## config.mk

```make
export PLATFORM = sky130hd
export DESIGN_NAME = decode_exec_top
export DESIGN_NICKNAME = d
export VERILOG_FILES = /design/src/logic/isa_pkg.sv /design/src/logic/opgen_pkg.sv /design/src/logic/decode_exec_top.sv /design/src/logic/decode_stage.sv /design/src/logic/exec_unit.sv /design/src/logic/op_gen.sv /design/src/logic/reg_file.sv
export SDC_FILE = /design/constraint.sdc
export NUM_CORES = 2
export LEC_CHECK = 0
export BUFFER_PORTS_ARGS = -buffer_cell sky130_fd_sc_hd__clkbuf_2
export CORE_MARGIN = 3
export CORE_UTILIZATION = 45
export CTS_BUF_LIST = sky130_fd_sc_hd__clkbuf_16
export CTS_CLUSTER_SIZE = 10
export DETAILED_ROUTE_END_ITERATION = 10
export HOLD_SLACK_MARGIN = 0.1
export SETUP_SLACK_MARGIN = 0.5
export SYNTH_ARGS = -nofsm -noshare
export SYNTH_HDL_FRONTEND = slang
export SYNTH_SLANG_ARGS = --single-unit
```

## constraint.sdc

```tcl
create_clock -name clk -period 38.8 [get_ports clk]
set_input_delay 3.88 -clock clk [delete_from_list [all_inputs] [get_ports clk]]
set_output_delay 3.88 -clock clk [all_outputs]
set_load 0.02 [all_outputs]
```

## src/logic/isa_pkg.sv

```systemverilog
package isa_pkg;

  localparam int inst_w     = 32;
  localparam int inst_op_w  = 6;
  localparam int funct_w    = 6;
  localparam int reg_addr_w = 5;
  localparam int imm_w      = 16;
  localparam int target_w   = 26;

  // Primary opcodes
  localparam logic [inst_op_w-1:0] op_special  = 6'h00;
  localparam logic [inst_op_w-1:0] op_regimm   = 6'h01;
  localparam logic [inst_op_w-1:0] op_j        = 6'h02;
  localparam logic [inst_op_w-1:0] op_jal      = 6'h03;
  localparam logic [inst_op_w-1:0] op_beq      = 6'h04;
  localparam logic [inst_op_w-1:0] op_bne      = 6'h05;
  localparam logic [inst_op_w-1:0] op_blez     = 6'h06;
  localparam logic [inst_op_w-1:0] op_bgtz     = 6'h07;
  localparam logic [inst_op_w-1:0] op_addi     = 6'h08;
  localparam logic [inst_op_w-1:0] op_addiu    = 6'h09;
  localparam logic [inst_op_w-1:0] op_slti     = 6'h0a;
  localparam logic [inst_op_w-1:0] op_sltiu    = 6'h0b;
  localparam logic [inst_op_w-1:0] op_andi     = 6'h0c;
  localparam logic [inst_op_w-1:0] op_ori      = 6'h0d;
  localparam logic [inst_op_w-1:0] op_xori     = 6'h0e;
  localparam logic [inst_op_w-1:0] op_lui      = 6'h0f;
  localparam logic [inst_op_w-1:0] op_cp0      = 6'h10;
  localparam logic [inst_op_w-1:0] op_special2 = 6'h1c;
  localparam logic [inst_op_w-1:0] op_lb       = 6'h20;
  localparam logic [inst_op_w-1:0] op_lh       = 6'h21;
  localparam logic [inst_op_w-1:0] op_lw       = 6'h23;
  localparam logic [inst_op_w-1:0] op_lbu      = 6'h24;
  localparam logic [inst_op_w-1:0] op_lhu      = 6'h25;
  localparam logic [inst_op_w-1:0] op_sb       = 6'h28;
  localparam logic [inst_op_w-1:0] op_sh       = 6'h29;
  localparam logic [inst_op_w-1:0] op_sw       = 6'h2b;

  // Special funct codes
  localparam logic [funct_w-1:0] funct_sll   = 6'h00;
  localparam logic [funct_w-1:0] funct_srl   = 6'h02;
  localparam logic [funct_w-1:0] funct_sra   = 6'h03;
  localparam logic [funct_w-1:0] funct_sllv  = 6'h04;
  localparam logic [funct_w-1:0] funct_srlv  = 6'h06;
  localparam logic [funct_w-1:0] funct_srav  = 6'h07;
  localparam logic [funct_w-1:0] funct_jr    = 6'h08;
  localparam logic [funct_w-1:0] funct_jalr  = 6'h09;
  localparam logic [funct_w-1:0] funct_movz  = 6'h0a;
  localparam logic [funct_w-1:0] funct_movn  = 6'h0b;
  localparam logic [funct_w-1:0] funct_mfhi  = 6'h10;
  localparam logic [funct_w-1:0] funct_mthi  = 6'h11;
  localparam logic [funct_w-1:0] funct_mflo  = 6'h12;
  localparam logic [funct_w-1:0] funct_mtlo  = 6'h13;
  localparam logic [funct_w-1:0] funct_mult  = 6'h18;
  localparam logic [funct_w-1:0] funct_multu = 6'h19;
  localparam logic [funct_w-1:0] funct_div   = 6'h1a;
  localparam logic [funct_w-1:0] funct_divu  = 6'h1b;
  localparam logic [funct_w-1:0] funct_add   = 6'h20;
  localparam logic [funct_w-1:0] funct_addu  = 6'h21;
  localparam logic [funct_w-1:0] funct_sub   = 6'h22;
  localparam logic [funct_w-1:0] funct_subu  = 6'h23;
  localparam logic [funct_w-1:0] funct_and   = 6'h24;
  localparam logic [funct_w-1:0] funct_or    = 6'h25;
  localparam logic [funct_w-1:0] funct_xor   = 6'h26;
  localparam logic [funct_w-1:0] funct_nor   = 6'h27;
  localparam logic [funct_w-1:0] funct_slt   = 6'h2a;
  localparam logic [funct_w-1:0] funct_sltu  = 6'h2b;

  // Special2 funct codes
  localparam logic [funct_w-1:0] funct_madd  = 6'h00;
  localparam logic [funct_w-1:0] funct_maddu = 6'h01;
  localparam logic [funct_w-1:0] funct_mul   = 6'h02;
  localparam logic [funct_w-1:0] funct_msub  = 6'h04;
  localparam logic [funct_w-1:0] funct_msubu = 6'h05;
  localparam logic [funct_w-1:0] funct_clz   = 6'h20;
  localparam logic [funct_w-1:0] funct_clo   = 6'h21;

  // Regimm rt codes and cp0 rs codes
  localparam logic [reg_addr_w-1:0] regimm_bltz   = 5'h00;
  localparam logic [reg_addr_w-1:0] regimm_bgez   = 5'h01;
  localparam logic [reg_addr_w-1:0] regimm_bltzal = 5'h10;
  localparam logic [reg_addr_w-1:0] regimm_bgezal = 5'h11;
  localparam logic [reg_addr_w-1:0] cp0_mfc0      = 5'h00;
  localparam logic [reg_addr_w-1:0] cp0_mtc0      = 5'h04;

  typedef struct packed {
    logic [inst_op_w-1:0]  op;
    logic [reg_addr_w-1:0] rs;
    logic [reg_addr_w-1:0] rt;
    logic [reg_addr_w-1:0] rd;
    logic [reg_addr_w-1:0] shamt;
    logic [funct_w-1:0]    funct;
  } r_fmt_t;

  typedef struct packed {
    logic [inst_op_w-1:0]  op;
    logic [reg_addr_w-1:0] rs;
    logic [reg_addr_w-1:0] rt;
    logic [imm_w-1:0]      imm16;
  } i_fmt_t;

  typedef struct packed {
    logic [inst_op_w-1:0] op;
    logic [target_w-1:0]  target26;
  } j_fmt_t;

  typedef union packed {
    r_fmt_t r_fmt;
    i_fmt_t i_fmt;
    j_fmt_t j_fmt;
  } inst_word_u;

endpackage

```

## src/logic/opgen_pkg.sv

```systemverilog
package opgen_pkg;

  localparam int opgen_w = 6;
  localparam int data_w  = 32;

  localparam logic [opgen_w-1:0] opgen_nop   = 6'd0;
  localparam logic [opgen_w-1:0] opgen_add   = 6'd1;
  localparam logic [opgen_w-1:0] opgen_sub   = 6'd2;
  localparam logic [opgen_w-1:0] opgen_slt   = 6'd3;
  localparam logic [opgen_w-1:0] opgen_sltu  = 6'd4;
  localparam logic [opgen_w-1:0] opgen_and   = 6'd5;
  localparam logic [opgen_w-1:0] opgen_or    = 6'd6;
  localparam logic [opgen_w-1:0] opgen_nor   = 6'd7;
  localparam logic [opgen_w-1:0] opgen_xor   = 6'd8;
  localparam logic [opgen_w-1:0] opgen_sll   = 6'd9;
  localparam logic [opgen_w-1:0] opgen_sra   = 6'd10;
  localparam logic [opgen_w-1:0] opgen_srl   = 6'd11;
  localparam logic [opgen_w-1:0] opgen_movz  = 6'd12;
  localparam logic [opgen_w-1:0] opgen_movn  = 6'd13;
  localparam logic [opgen_w-1:0] opgen_clz   = 6'd14;
  localparam logic [opgen_w-1:0] opgen_clo   = 6'd15;
  localparam logic [opgen_w-1:0] opgen_mult  = 6'd16;
  localparam logic [opgen_w-1:0] opgen_multu = 6'd17;
  localparam logic [opgen_w-1:0] opgen_msub  = 6'd18;
  localparam logic [opgen_w-1:0] opgen_msubu = 6'd19;
  localparam logic [opgen_w-1:0] opgen_mul   = 6'd20;
  localparam logic [opgen_w-1:0] opgen_div   = 6'd21;
  localparam logic [opgen_w-1:0] opgen_divu  = 6'd22;
  localparam logic [opgen_w-1:0] opgen_beq   = 6'd23;
  localparam logic [opgen_w-1:0] opgen_bne   = 6'd24;
  localparam logic [opgen_w-1:0] opgen_bgtz  = 6'd25;
  localparam logic [opgen_w-1:0] opgen_blez  = 6'd26;
  localparam logic [opgen_w-1:0] opgen_bltz  = 6'd27;
  localparam logic [opgen_w-1:0] opgen_bgez  = 6'd28;
  localparam logic [opgen_w-1:0] opgen_j     = 6'd29;
  localparam logic [opgen_w-1:0] opgen_jr    = 6'd30;
  localparam logic [opgen_w-1:0] opgen_mem   = 6'd31;

endpackage

```

## src/logic/decode_exec_top.sv

```systemverilog
`timescale 1ns/1ps

module decode_exec_top import isa_pkg::*, opgen_pkg::*; (
  input  logic                  clk,
  input  logic                  rst,
  input  logic [inst_w-1:0]     inst,
  input  logic                  inst_valid,
  output logic                  wb_en,
  output logic [reg_addr_w-1:0] wb_addr,
  output logic [data_w-1:0]     wb_data,
  output logic                  branch_valid,
  output logic                  branch_taken
);

  logic [inst_op_w-1:0]  op;
  logic [funct_w-1:0]    funct;
  logic [reg_addr_w-1:0] rs;
  logic [reg_addr_w-1:0] rt;
  logic [opgen_w-1:0]    opgen;
  logic [data_w-1:0]     rs_data;
  logic [data_w-1:0]     rt_data;
  logic                  ex_valid;
  logic [opgen_w-1:0]    ex_op;
  logic [data_w-1:0]     ex_a;
  logic [data_w-1:0]     ex_b;
  logic [reg_addr_w-1:0] ex_dest;
  logic                  ex_dest_en;

  decode_stage u_decode (
    .clk        (clk),
    .rst        (rst),
    .inst       (inst),
    .inst_valid (inst_valid),
    .op         (op),
    .funct      (funct),
    .rs         (rs),
    .rt         (rt),
    .opgen      (opgen),
    .rs_data    (rs_data),
    .rt_data    (rt_data),
    .ex_valid   (ex_valid),
    .ex_op      (ex_op),
    .ex_a       (ex_a),
    .ex_b       (ex_b),
    .ex_dest    (ex_dest),
    .ex_dest_en (ex_dest_en)
  );

  op_gen u_op_gen (
    .op       (op),
    .funct_in (funct),
    .rs       (rs),
    .rt       (rt),
    .opgen    (opgen)
  );

  reg_file u_reg_file (
    .clk     (clk),
    .rst     (rst),
    .rs_addr (rs),
    .rt_addr (rt),
    .rs_data (rs_data),
    .rt_data (rt_data),
    .wb_en   (wb_en),
    .wb_addr (wb_addr),
    .wb_data (wb_data)
  );

  exec_unit u_exec (
    .clk          (clk),
    .rst          (rst),
    .ex_valid     (ex_valid),
    .ex_op        (ex_op),
    .ex_a         (ex_a),
    .ex_b         (ex_b),
    .ex_dest      (ex_dest),
    .ex_dest_en   (ex_dest_en),
    .wb_en        (wb_en),
    .wb_addr      (wb_addr),
    .wb_data      (wb_data),
    .branch_valid (branch_valid),
    .branch_taken (branch_taken)
  );

endmodule

```

## src/logic/decode_stage.sv

```systemverilog
`timescale 1ns/1ps

module decode_stage import isa_pkg::*, opgen_pkg::*; (
  input  logic                  clk,
  input  logic                  rst,
  input  inst_word_u            inst,
  input  logic                  inst_valid,
  output logic [inst_op_w-1:0]  op,
  output logic [funct_w-1:0]    funct,
  output logic [reg_addr_w-1:0] rs,
  output logic [reg_addr_w-1:0] rt,
  input  logic [opgen_w-1:0]    opgen,
  input  logic [data_w-1:0]     rs_data,
  input  logic [data_w-1:0]     rt_data,
  output logic                  ex_valid,
  output logic [opgen_w-1:0]    ex_op,
  output logic [data_w-1:0]     ex_a,
  output logic [data_w-1:0]     ex_b,
  output logic [reg_addr_w-1:0] ex_dest,
  output logic                  ex_dest_en
);

  logic [data_w-1:0]     a_sel;
  logic [data_w-1:0]     b_sel;
  logic [reg_addr_w-1:0] dest;
  logic                  dest_en;
  logic [imm_w-1:0]      imm;

  assign op    = inst.r_fmt.op;
  assign funct = inst.r_fmt.funct;
  assign rs    = inst.r_fmt.rs;
  assign rt    = inst.r_fmt.rt;
  assign imm   = inst.i_fmt.imm16;

  always_comb begin
    a_sel   = rs_data;
    b_sel   = rt_data;
    dest    = inst.r_fmt.rd;
    dest_en = 1'b0;
    case (op)
      op_special: begin
        case (funct)
          funct_sll, funct_srl, funct_sra: begin
            a_sel   = data_w'(inst.r_fmt.shamt);
            dest_en = 1'b1;
          end
          funct_sllv, funct_srlv, funct_srav, funct_add, funct_addu,
          funct_sub, funct_subu, funct_and, funct_or, funct_xor,
          funct_nor, funct_slt, funct_sltu, funct_movz, funct_movn:
            dest_en = 1'b1;
          default: dest_en = 1'b0;
        endcase
      end
      op_special2: begin
        dest_en = (funct == funct_mul) || (funct == funct_clz) || (funct == funct_clo);
      end
      op_addi, op_addiu, op_slti, op_sltiu: begin
        b_sel   = {{(data_w-imm_w){imm[imm_w-1]}}, imm};
        dest    = rt;
        dest_en = 1'b1;
      end
      op_andi, op_ori, op_xori: begin
        b_sel   = data_w'(imm);
        dest    = rt;
        dest_en = 1'b1;
      end
      op_lui: begin
        a_sel   = '0;
        b_sel   = {imm, {(data_w-imm_w){1'b0}}};
        dest    = rt;
        dest_en = 1'b1;
      end
      default: dest_en = 1'b0;
    endcase
  end

  always_ff @(posedge clk) begin
    if (rst) begin
      ex_valid   <= 1'b0;
      ex_op      <= opgen_nop;
      ex_dest_en <= 1'b0;
    end else begin
      ex_valid <= inst_valid;
      if (inst_valid) begin
        ex_op      <= opgen;
        ex_dest_en <= dest_en;
      end
    end
  end

  always_ff @(posedge clk) begin
    if (inst_valid) begin
      ex_a    <= a_sel;
      ex_b    <= b_sel;
      ex_dest <= dest;
    end
  end

  // Op code from op_gen must resolve for every issued word
  assert property (@(posedge clk) disable iff (rst) inst_valid |-> !$isunknown(opgen));

endmodule

```

## src/logic/exec_unit.sv

```systemverilog
`timescale 1ns/1ps

module exec_unit import isa_pkg::*, opgen_pkg::*; (
  input  logic                  clk,
  input  logic                  rst,
  input  logic                  ex_valid,
  input  logic [opgen_w-1:0]    ex_op,
  input  logic [data_w-1:0]     ex_a,
  input  logic [data_w-1:0]     ex_b,
  input  logic [reg_addr_w-1:0] ex_dest,
  input  logic                  ex_dest_en,
  output logic                  wb_en,
  output logic [reg_addr_w-1:0] wb_addr,
  output logic [data_w-1:0]     wb_data,
  output logic                  branch_valid,
  output logic                  branch_taken
);

  logic [data_w-1:0] result;
  logic              mov_ok;
  logic              is_branch;
  logic              cond;

  function automatic logic [data_w-1:0] lead_zeros(input logic [data_w-1:0] v);
    logic [data_w-1:0] n;
    logic              seen;
    n    = '0;
    seen = 1'b0;
    for (int i = data_w - 1; i >= 0; i--) begin
      if (v[i])
        seen = 1'b1;
      else if (!seen)
        n = n + 1'b1;
    end
    return n;
  endfunction

  always_comb begin
    case (ex_op)
      opgen_add:  result = ex_a + ex_b;
      opgen_sub:  result = ex_a - ex_b;
      opgen_slt:  result = data_w'($signed(ex_a) < $signed(ex_b));
      opgen_sltu: result = data_w'(ex_a < ex_b);
      opgen_and:  result = ex_a & ex_b;
      opgen_or:   result = ex_a | ex_b;
      opgen_nor:  result = ~(ex_a | ex_b);
      opgen_xor:  result = ex_a ^ ex_b;
      opgen_sll:  result = ex_b << ex_a[4:0];
      opgen_srl:  result = ex_b >> ex_a[4:0];
      opgen_sra:  result = $signed(ex_b) >>> ex_a[4:0];
      opgen_mul:  result = ex_a * ex_b;
      opgen_clz:  result = lead_zeros(ex_a);
      opgen_clo:  result = lead_zeros(~ex_a);
      opgen_movz, opgen_movn: result = ex_a;
      default:    result = '0;
    endcase
  end

  // MOVZ/MOVN gate on the b operand
  assign mov_ok = (ex_op == opgen_movz) ? (ex_b == '0) :
                  (ex_op == opgen_movn) ? (ex_b != '0) : 1'b1;

  always_comb begin
    is_branch = 1'b1;
    case (ex_op)
      opgen_beq:  cond = (ex_a == ex_b);
      opgen_bne:  cond = (ex_a != ex_b);
      opgen_bgtz: cond = ($signed(ex_a) > 0);
      opgen_blez: cond = ($signed(ex_a) <= 0);
      opgen_bltz: cond = ex_a[data_w-1];
      opgen_bgez: cond = !ex_a[data_w-1];
      default: begin
        is_branch = 1'b0;
        cond      = 1'b0;
      end
    endcase
  end

  always_ff @(posedge clk) begin
    if (rst) begin
      wb_en        <= 1'b0;
      branch_valid <= 1'b0;
      branch_taken <= 1'b0;
    end else begin
      wb_en        <= ex_valid && ex_dest_en && mov_ok;
      branch_valid <= ex_valid && is_branch;
      branch_taken <= ex_valid && is_branch && cond;
    end
  end

  always_ff @(posedge clk) begin
    if (ex_valid) begin
      wb_addr <= ex_dest;
      wb_data <= result;
    end
  end

  assert property (@(posedge clk) disable iff (rst) !(wb_en && branch_valid));
  assert property (@(posedge clk) disable iff (rst)
    !ex_valid |=> !wb_en && !branch_valid);

endmodule

```

## src/logic/op_gen.sv

```systemverilog
`timescale 1ns/1ps

module op_gen import isa_pkg::*, opgen_pkg::*; (
  input  logic [inst_op_w-1:0]  op,
  input  logic [funct_w-1:0]    funct_in,
  input  logic [reg_addr_w-1:0] rs,
  input  logic [reg_addr_w-1:0] rt,
  output logic [opgen_w-1:0]    opgen
);

  always_comb begin
    case (op)
      op_special: begin
        case (funct_in)
          funct_add, funct_addu:   opgen = opgen_add;
          funct_sub, funct_subu:   opgen = opgen_sub;
          funct_slt:               opgen = opgen_slt;
          funct_sltu:              opgen = opgen_sltu;
          funct_div:               opgen = opgen_div;
          funct_divu:              opgen = opgen_divu;
          funct_mult:              opgen = opgen_mult;
          funct_multu:             opgen = opgen_multu;
          funct_and:               opgen = opgen_and;
          funct_nor:               opgen = opgen_nor;
          funct_or:                opgen = opgen_or;
          funct_xor:               opgen = opgen_xor;
          funct_sll, funct_sllv:   opgen = opgen_sll;
          funct_sra, funct_srav:   opgen = opgen_sra;
          funct_srl, funct_srlv:   opgen = opgen_srl;
          funct_jr, funct_jalr:    opgen = opgen_jr;
          // HI/LO moves pass through the OR path
          funct_mfhi, funct_mflo,
          funct_mthi, funct_mtlo:  opgen = opgen_or;
          funct_movz:              opgen = opgen_movz;
          funct_movn:              opgen = opgen_movn;
          // SYSCALL, BREAK land here
          default:                 opgen = opgen_nop;
        endcase
      end
      op_special2: begin
        case (funct_in)
          funct_madd:  opgen = opgen_mult;
          funct_maddu: opgen = opgen_multu;
          funct_msub:  opgen = opgen_msub;
          funct_msubu: opgen = opgen_msubu;
          funct_mul:   opgen = opgen_mul;
          funct_clz:   opgen = opgen_clz;
          funct_clo:   opgen = opgen_clo;
          default:     opgen = opgen_nop;
        endcase
      end
      op_regimm: begin
        case (rt)
          regimm_bltz, regimm_bltzal: opgen = opgen_bltz;
          regimm_bgez, regimm_bgezal: opgen = opgen_bgez;
          default:                    opgen = opgen_nop;
        endcase
      end
      op_cp0: begin
        case (rs)
          cp0_mfc0, cp0_mtc0: opgen = opgen_or;
          default:            opgen = opgen_nop;
        endcase
      end
      op_addi, op_addiu: opgen = opgen_add;
      op_slti:           opgen = opgen_slt;
      op_sltiu:          opgen = opgen_sltu;
      op_andi:           opgen = opgen_and;
      op_lui, op_ori:    opgen = opgen_or;
      op_xori:           opgen = opgen_xor;
      op_beq:            opgen = opgen_beq;
      op_bne:            opgen = opgen_bne;
      op_bgtz:           opgen = opgen_bgtz;
      op_blez:           opgen = opgen_blez;
      op_j, op_jal:      opgen = opgen_j;
      op_lb, op_lbu, op_lh, op_lhu, op_lw,
      op_sb, op_sh, op_sw: opgen = opgen_mem;
      default:           opgen = opgen_nop;
    endcase
  end

endmodule

```

## src/logic/reg_file.sv

```systemverilog
`timescale 1ns/1ps

module reg_file import isa_pkg::*, opgen_pkg::*; (
  input  logic                  clk,
  input  logic                  rst,
  input  logic [reg_addr_w-1:0] rs_addr,
  input  logic [reg_addr_w-1:0] rt_addr,
  output logic [data_w-1:0]     rs_data,
  output logic [data_w-1:0]     rt_data,
  input  logic                  wb_en,
  input  logic [reg_addr_w-1:0] wb_addr,
  input  logic [data_w-1:0]     wb_data
);

  logic [data_w-1:0] regs [2**reg_addr_w];

  always_ff @(posedge clk) begin
    if (rst) begin
      for (int i = 0; i < 2**reg_addr_w; i++) begin
        regs[i] <= '0;
      end
    end else if (wb_en && wb_addr != '0) begin
      regs[wb_addr] <= wb_data;
    end
  end

  // Bypass lets a reader in the write cycle see the new value
  assign rs_data = (rs_addr == '0) ? '0 :
                   (wb_en && wb_addr == rs_addr) ? wb_data : regs[rs_addr];
  assign rt_data = (rt_addr == '0) ? '0 :
                   (wb_en && wb_addr == rt_addr) ? wb_data : regs[rt_addr];

  assert property (@(posedge clk) disable iff (rst) regs[0] == '0);

endmodule

```

==> impl_metrics.ini <==
[status]
run_status = finished clean

[place]
detailedPlacementHpwl_um = 224000
placement.setup.worst_slack_ps = 15480
finalWeightedCongestion = 0.999
io_buffer_count = 74

[critical_path]
cpPeakStageDelay_ps = 860
timing.critical_path.required_ps = 39320
worstSetupStartpointType = register
most_used_cell_along_the_critical_path = sky130_fd_sc_hd__ha_1
slowest_stage = sky130_fd_sc_hd__edfxtp_1
timing.critical_path.fanout_max = 18
criticalPathCategory = register to register
critPathCaptureType = register
worst-endpoint-arrival_ps = 23910

[logic_synthesis]
async_flop_share = 0
synth-seq-cells = 1140
yosys-top-cells-area = sky130_fd_sc_hd__edfxtp_1 (36%), sky130_fd_sc_hd__mux4_2 (16%), sky130_fd_sc_hd__fa_1 (8.8%)
average_cell_area_after_synthesis_um2 = 11.2
yosysUniqueCellTypes = 129
post_synth_inst_count = 8332
yosysTopAreaCellShare = 0.362
synth_enable_flop_cells = 1130
synth_area_leader_cell = sky130_fd_sc_hd__edfxtp_1
synth.most_common_cell = sky130_fd_sc_hd__edfxtp_1
ys_seq_area_frac = 0.365
yosysWarningCount = 0
synthTopCellsByCount = sky130_fd_sc_hd__edfxtp_1 (1130), sky130_fd_sc_hd__and2_1 (1014), sky130_fd_sc_hd__nand2_1 (735), sky130_fd_sc_hd__mux4_2 (650), sky130_fd_sc_hd__inv_1 (598)
synth_ff_type = sky130_fd_sc_hd__edfxtp_1
mappedNetlistArea_mm2 = 0.0936

[sta]
finalWorstSetupSlack_ps = 15410
grt_setup_unrepaired = false
finalSetupViolations = 0
fmax_mhz = 42.7
timing_max_transition_violations_final = 0
timing_worst_slew_pin_value_ps = 1260
totalNegativeSetupSlack_ps = 0
post-route-period-util = 0.603
max-slew-margin-rel = 0.148
worst_skew_ps = 43.2
final_hold_viol_count = 0
min_period_ps = 23390

[floorplan]
start_util = 0.455
core_mm2 = 0.206
floorplan.rows = 166
num_io_pins = 75
die_area_mm2 = 0.214
dieWidth_um = 462
fp.dieH_um = 462

[grt]
antenna_found_initial = 14
vias_in_the_first_global_route = 70900
global_route.overflow_total = 0
grt_start_max_net_pins = 129
grt_use_total = 0.316
grt_first_pass_wirelength_um = 489000

[routing]
detailedRoute.firstIterationViolations = 7876
wire_per_inst_um = 30.7
ant_nets = 0
route.detailed.vias_per_inst = 6.32
finalWirelength_um = 337000
detailedRoute.firstPassIterationCount = 8
vias = 69300
drc = 0

[clock_network]
postCtsResizedCells = 0
cts.root.buffer_cell = sky130_fd_sc_hd__clkbuf_16
worst_case_clock_buffer_depth = 3
post-cts-setup-buffer-count = 0
ctsHtreeMaxLevel = 4
tritoncts_clock_tree = yes
total_clock_buffers_created_by_cts = 136
clk_latency_ps = 810
clk_pin_slew_ps = 60
clock_sinks = 1140
post_cts_hold_buffer_count = 0

[layout]
layout-drive-gt1-share = 0.164
flow.area_growth_from_synthesis_pct = 7.89
final_nets = 8867

[min_path]
hold_path.class = register to register

[power]
cellPowerDensity_mw_per_mm2 = 75.9
max-vdd-ir-drop_mv = 0.328
p_leak_uw = 0.0391

[flow_run]
drv_cap = 0
[final cells by class]
type                       instances  area, µm²
antenna                            1       2.50
clock buffer                     141       3530
clock inverter                    46        338
fill                           18500     105000
inverter                         622       2340
multi-input combinational       5938      55000
sequential                      1140      34100
tap                             2772       3470
timing repair buffer             301       2190
[flip-flops by register name, indices dropped and copies added (netlist names)]
| signal | flops |
|---|---|
| u_exec.wb_en | 1 |
| u_exec.wb_addr | 5 |
| u_exec.branch_taken | 1 |
| u_decode.ex_valid | 1 |
| u_decode.ex_dest_en | 1 |
| u_exec.wb_data | 32 |
| u_reg_file.regs | 1024 |
| u_decode.ex_op | 5 |
| u_exec.branch_valid | 1 |
| u_decode.ex_b | 32 |
| u_decode.ex_dest | 5 |
| u_decode.ex_a | 32 |
[worst max-delay path, delay by kind of cell, from the launching register on]
family                     cells  cell delay [ps]
and+or+nand+nor               29             3610
xor gates and xnor gates       4              750
buffers and inverters          6              640
adders and majority gates     28             9060
DFF                            1              860
muxes                         13             2380
AOI/OAI and AO/OA             27             5760
[cell usage in the layout (no fill, tap or decap), types with 30 or more instances in the layout]
cell type and instances:
sky130_fd_sc_hd__edfxtp_1 1130, sky130_fd_sc_hd__and2_1 1014, sky130_fd_sc_hd__nand2_1 735, sky130_fd_sc_hd__mux4_2 650
sky130_fd_sc_hd__inv_1 625, sky130_fd_sc_hd__nor2_1 518, sky130_fd_sc_hd__fa_1 410, sky130_fd_sc_hd__ha_1 283
sky130_fd_sc_hd__o21ai_0 275, sky130_fd_sc_hd__a21oi_1 267, sky130_fd_sc_hd__buf_4 227, sky130_fd_sc_hd__xnor2_1 220
sky130_fd_sc_hd__mux2i_1 179, sky130_fd_sc_hd__clkbuf_16 141, sky130_fd_sc_hd__nand3_1 98, sky130_fd_sc_hd__nor3_1 97
sky130_fd_sc_hd__xor2_1 88, sky130_fd_sc_hd__clkbuf_2 63, sky130_fd_sc_hd__a211oi_1 59, sky130_fd_sc_hd__and3_1 51
sky130_fd_sc_hd__nand4_1 50, sky130_fd_sc_hd__o211ai_1 48, sky130_fd_sc_hd__or2_2 44, sky130_fd_sc_hd__nor4_1 43
sky130_fd_sc_hd__a21o_1 36, sky130_fd_sc_hd__mux2_2 32, sky130_fd_sc_hd__conb_1 32, sky130_fd_sc_hd__nor2_4 31
sky130_fd_sc_hd__a31oi_1 30, sky130_fd_sc_hd__o22ai_1 30
[cell families (layout without fill, tap and decap cells)]
kind of cell               after synthesis  in the layout  share of synthesized area
other                                    1             33                  0.0000401
DFF                                   1140           1140                      0.365
adders and majority gates              696            696                      0.126
AOI/OAI and AO/OA                     1083           1083                     0.0764
muxes                                  864            864                      0.180
and+or+nand+nor                       2900           2900                      0.161
buffers and inverters                 1285           1110                     0.0522
xor gates and xnor gates               363            363                     0.0404
[where the power goes]
part / total, µW / leakage, µW / internal (µW) / switching, µW
Clock: 1160 / 0.00199 / 649 / 507
Sequential: 1460 / 0.0117 / 1410 / 46.2
Combinational: 5050 / 0.0254 / 1960 / 3090
[per-layer routing]
metal	part of all wire	up-vias	track usage
met5	0.00036	-	0
met2	0.49	3477	0.538
met4	0.061	18	0.169
met1	0.36	35500	0.379
li1	-	29400	-
met3	0.084	894	0.0597
[path summary, 6_finish.rpt]
check	from	to	slack, ps	cells after the start
max	u_decode.ex_a[30]$_DFFE_PP_	u_exec.wb_data[7]$_DFFE_PP_	15410	107
min	u_decode.ex_dest[0]$_DFFE_PP_	u_exec.wb_addr[0]$_DFFE_PP_	400	0
max reg2reg	u_decode.ex_a[30]$_DFFE_PP_	u_exec.wb_data[7]$_DFFE_PP_	15410	107
min reg2reg	u_decode.ex_dest[0]$_DFFE_PP_	u_exec.wb_addr[0]$_DFFE_PP_	400	0
[stage by stage]
stage / power [µW] / hold slack (ps) / area [µm²] / util / cells
2_1_floorplan: 4890 / 400 / 93700 / - / 8363
3_3_place_gp: 6380 / 405 / 97100 / 0.472 / 10800
3_5_place_dp: 6430 / 410 / 97100 / 0.472 / 10800
4_1_cts: 7630 / 412 / 101000 / 0.491 / 11000
5_1_grt: 8260 / 426 / 101000 / 0.491 / 11000
6_report: 7660 / 396 / 101000 / 0.491 / 11000
Power figures use the tool's default switching activity.
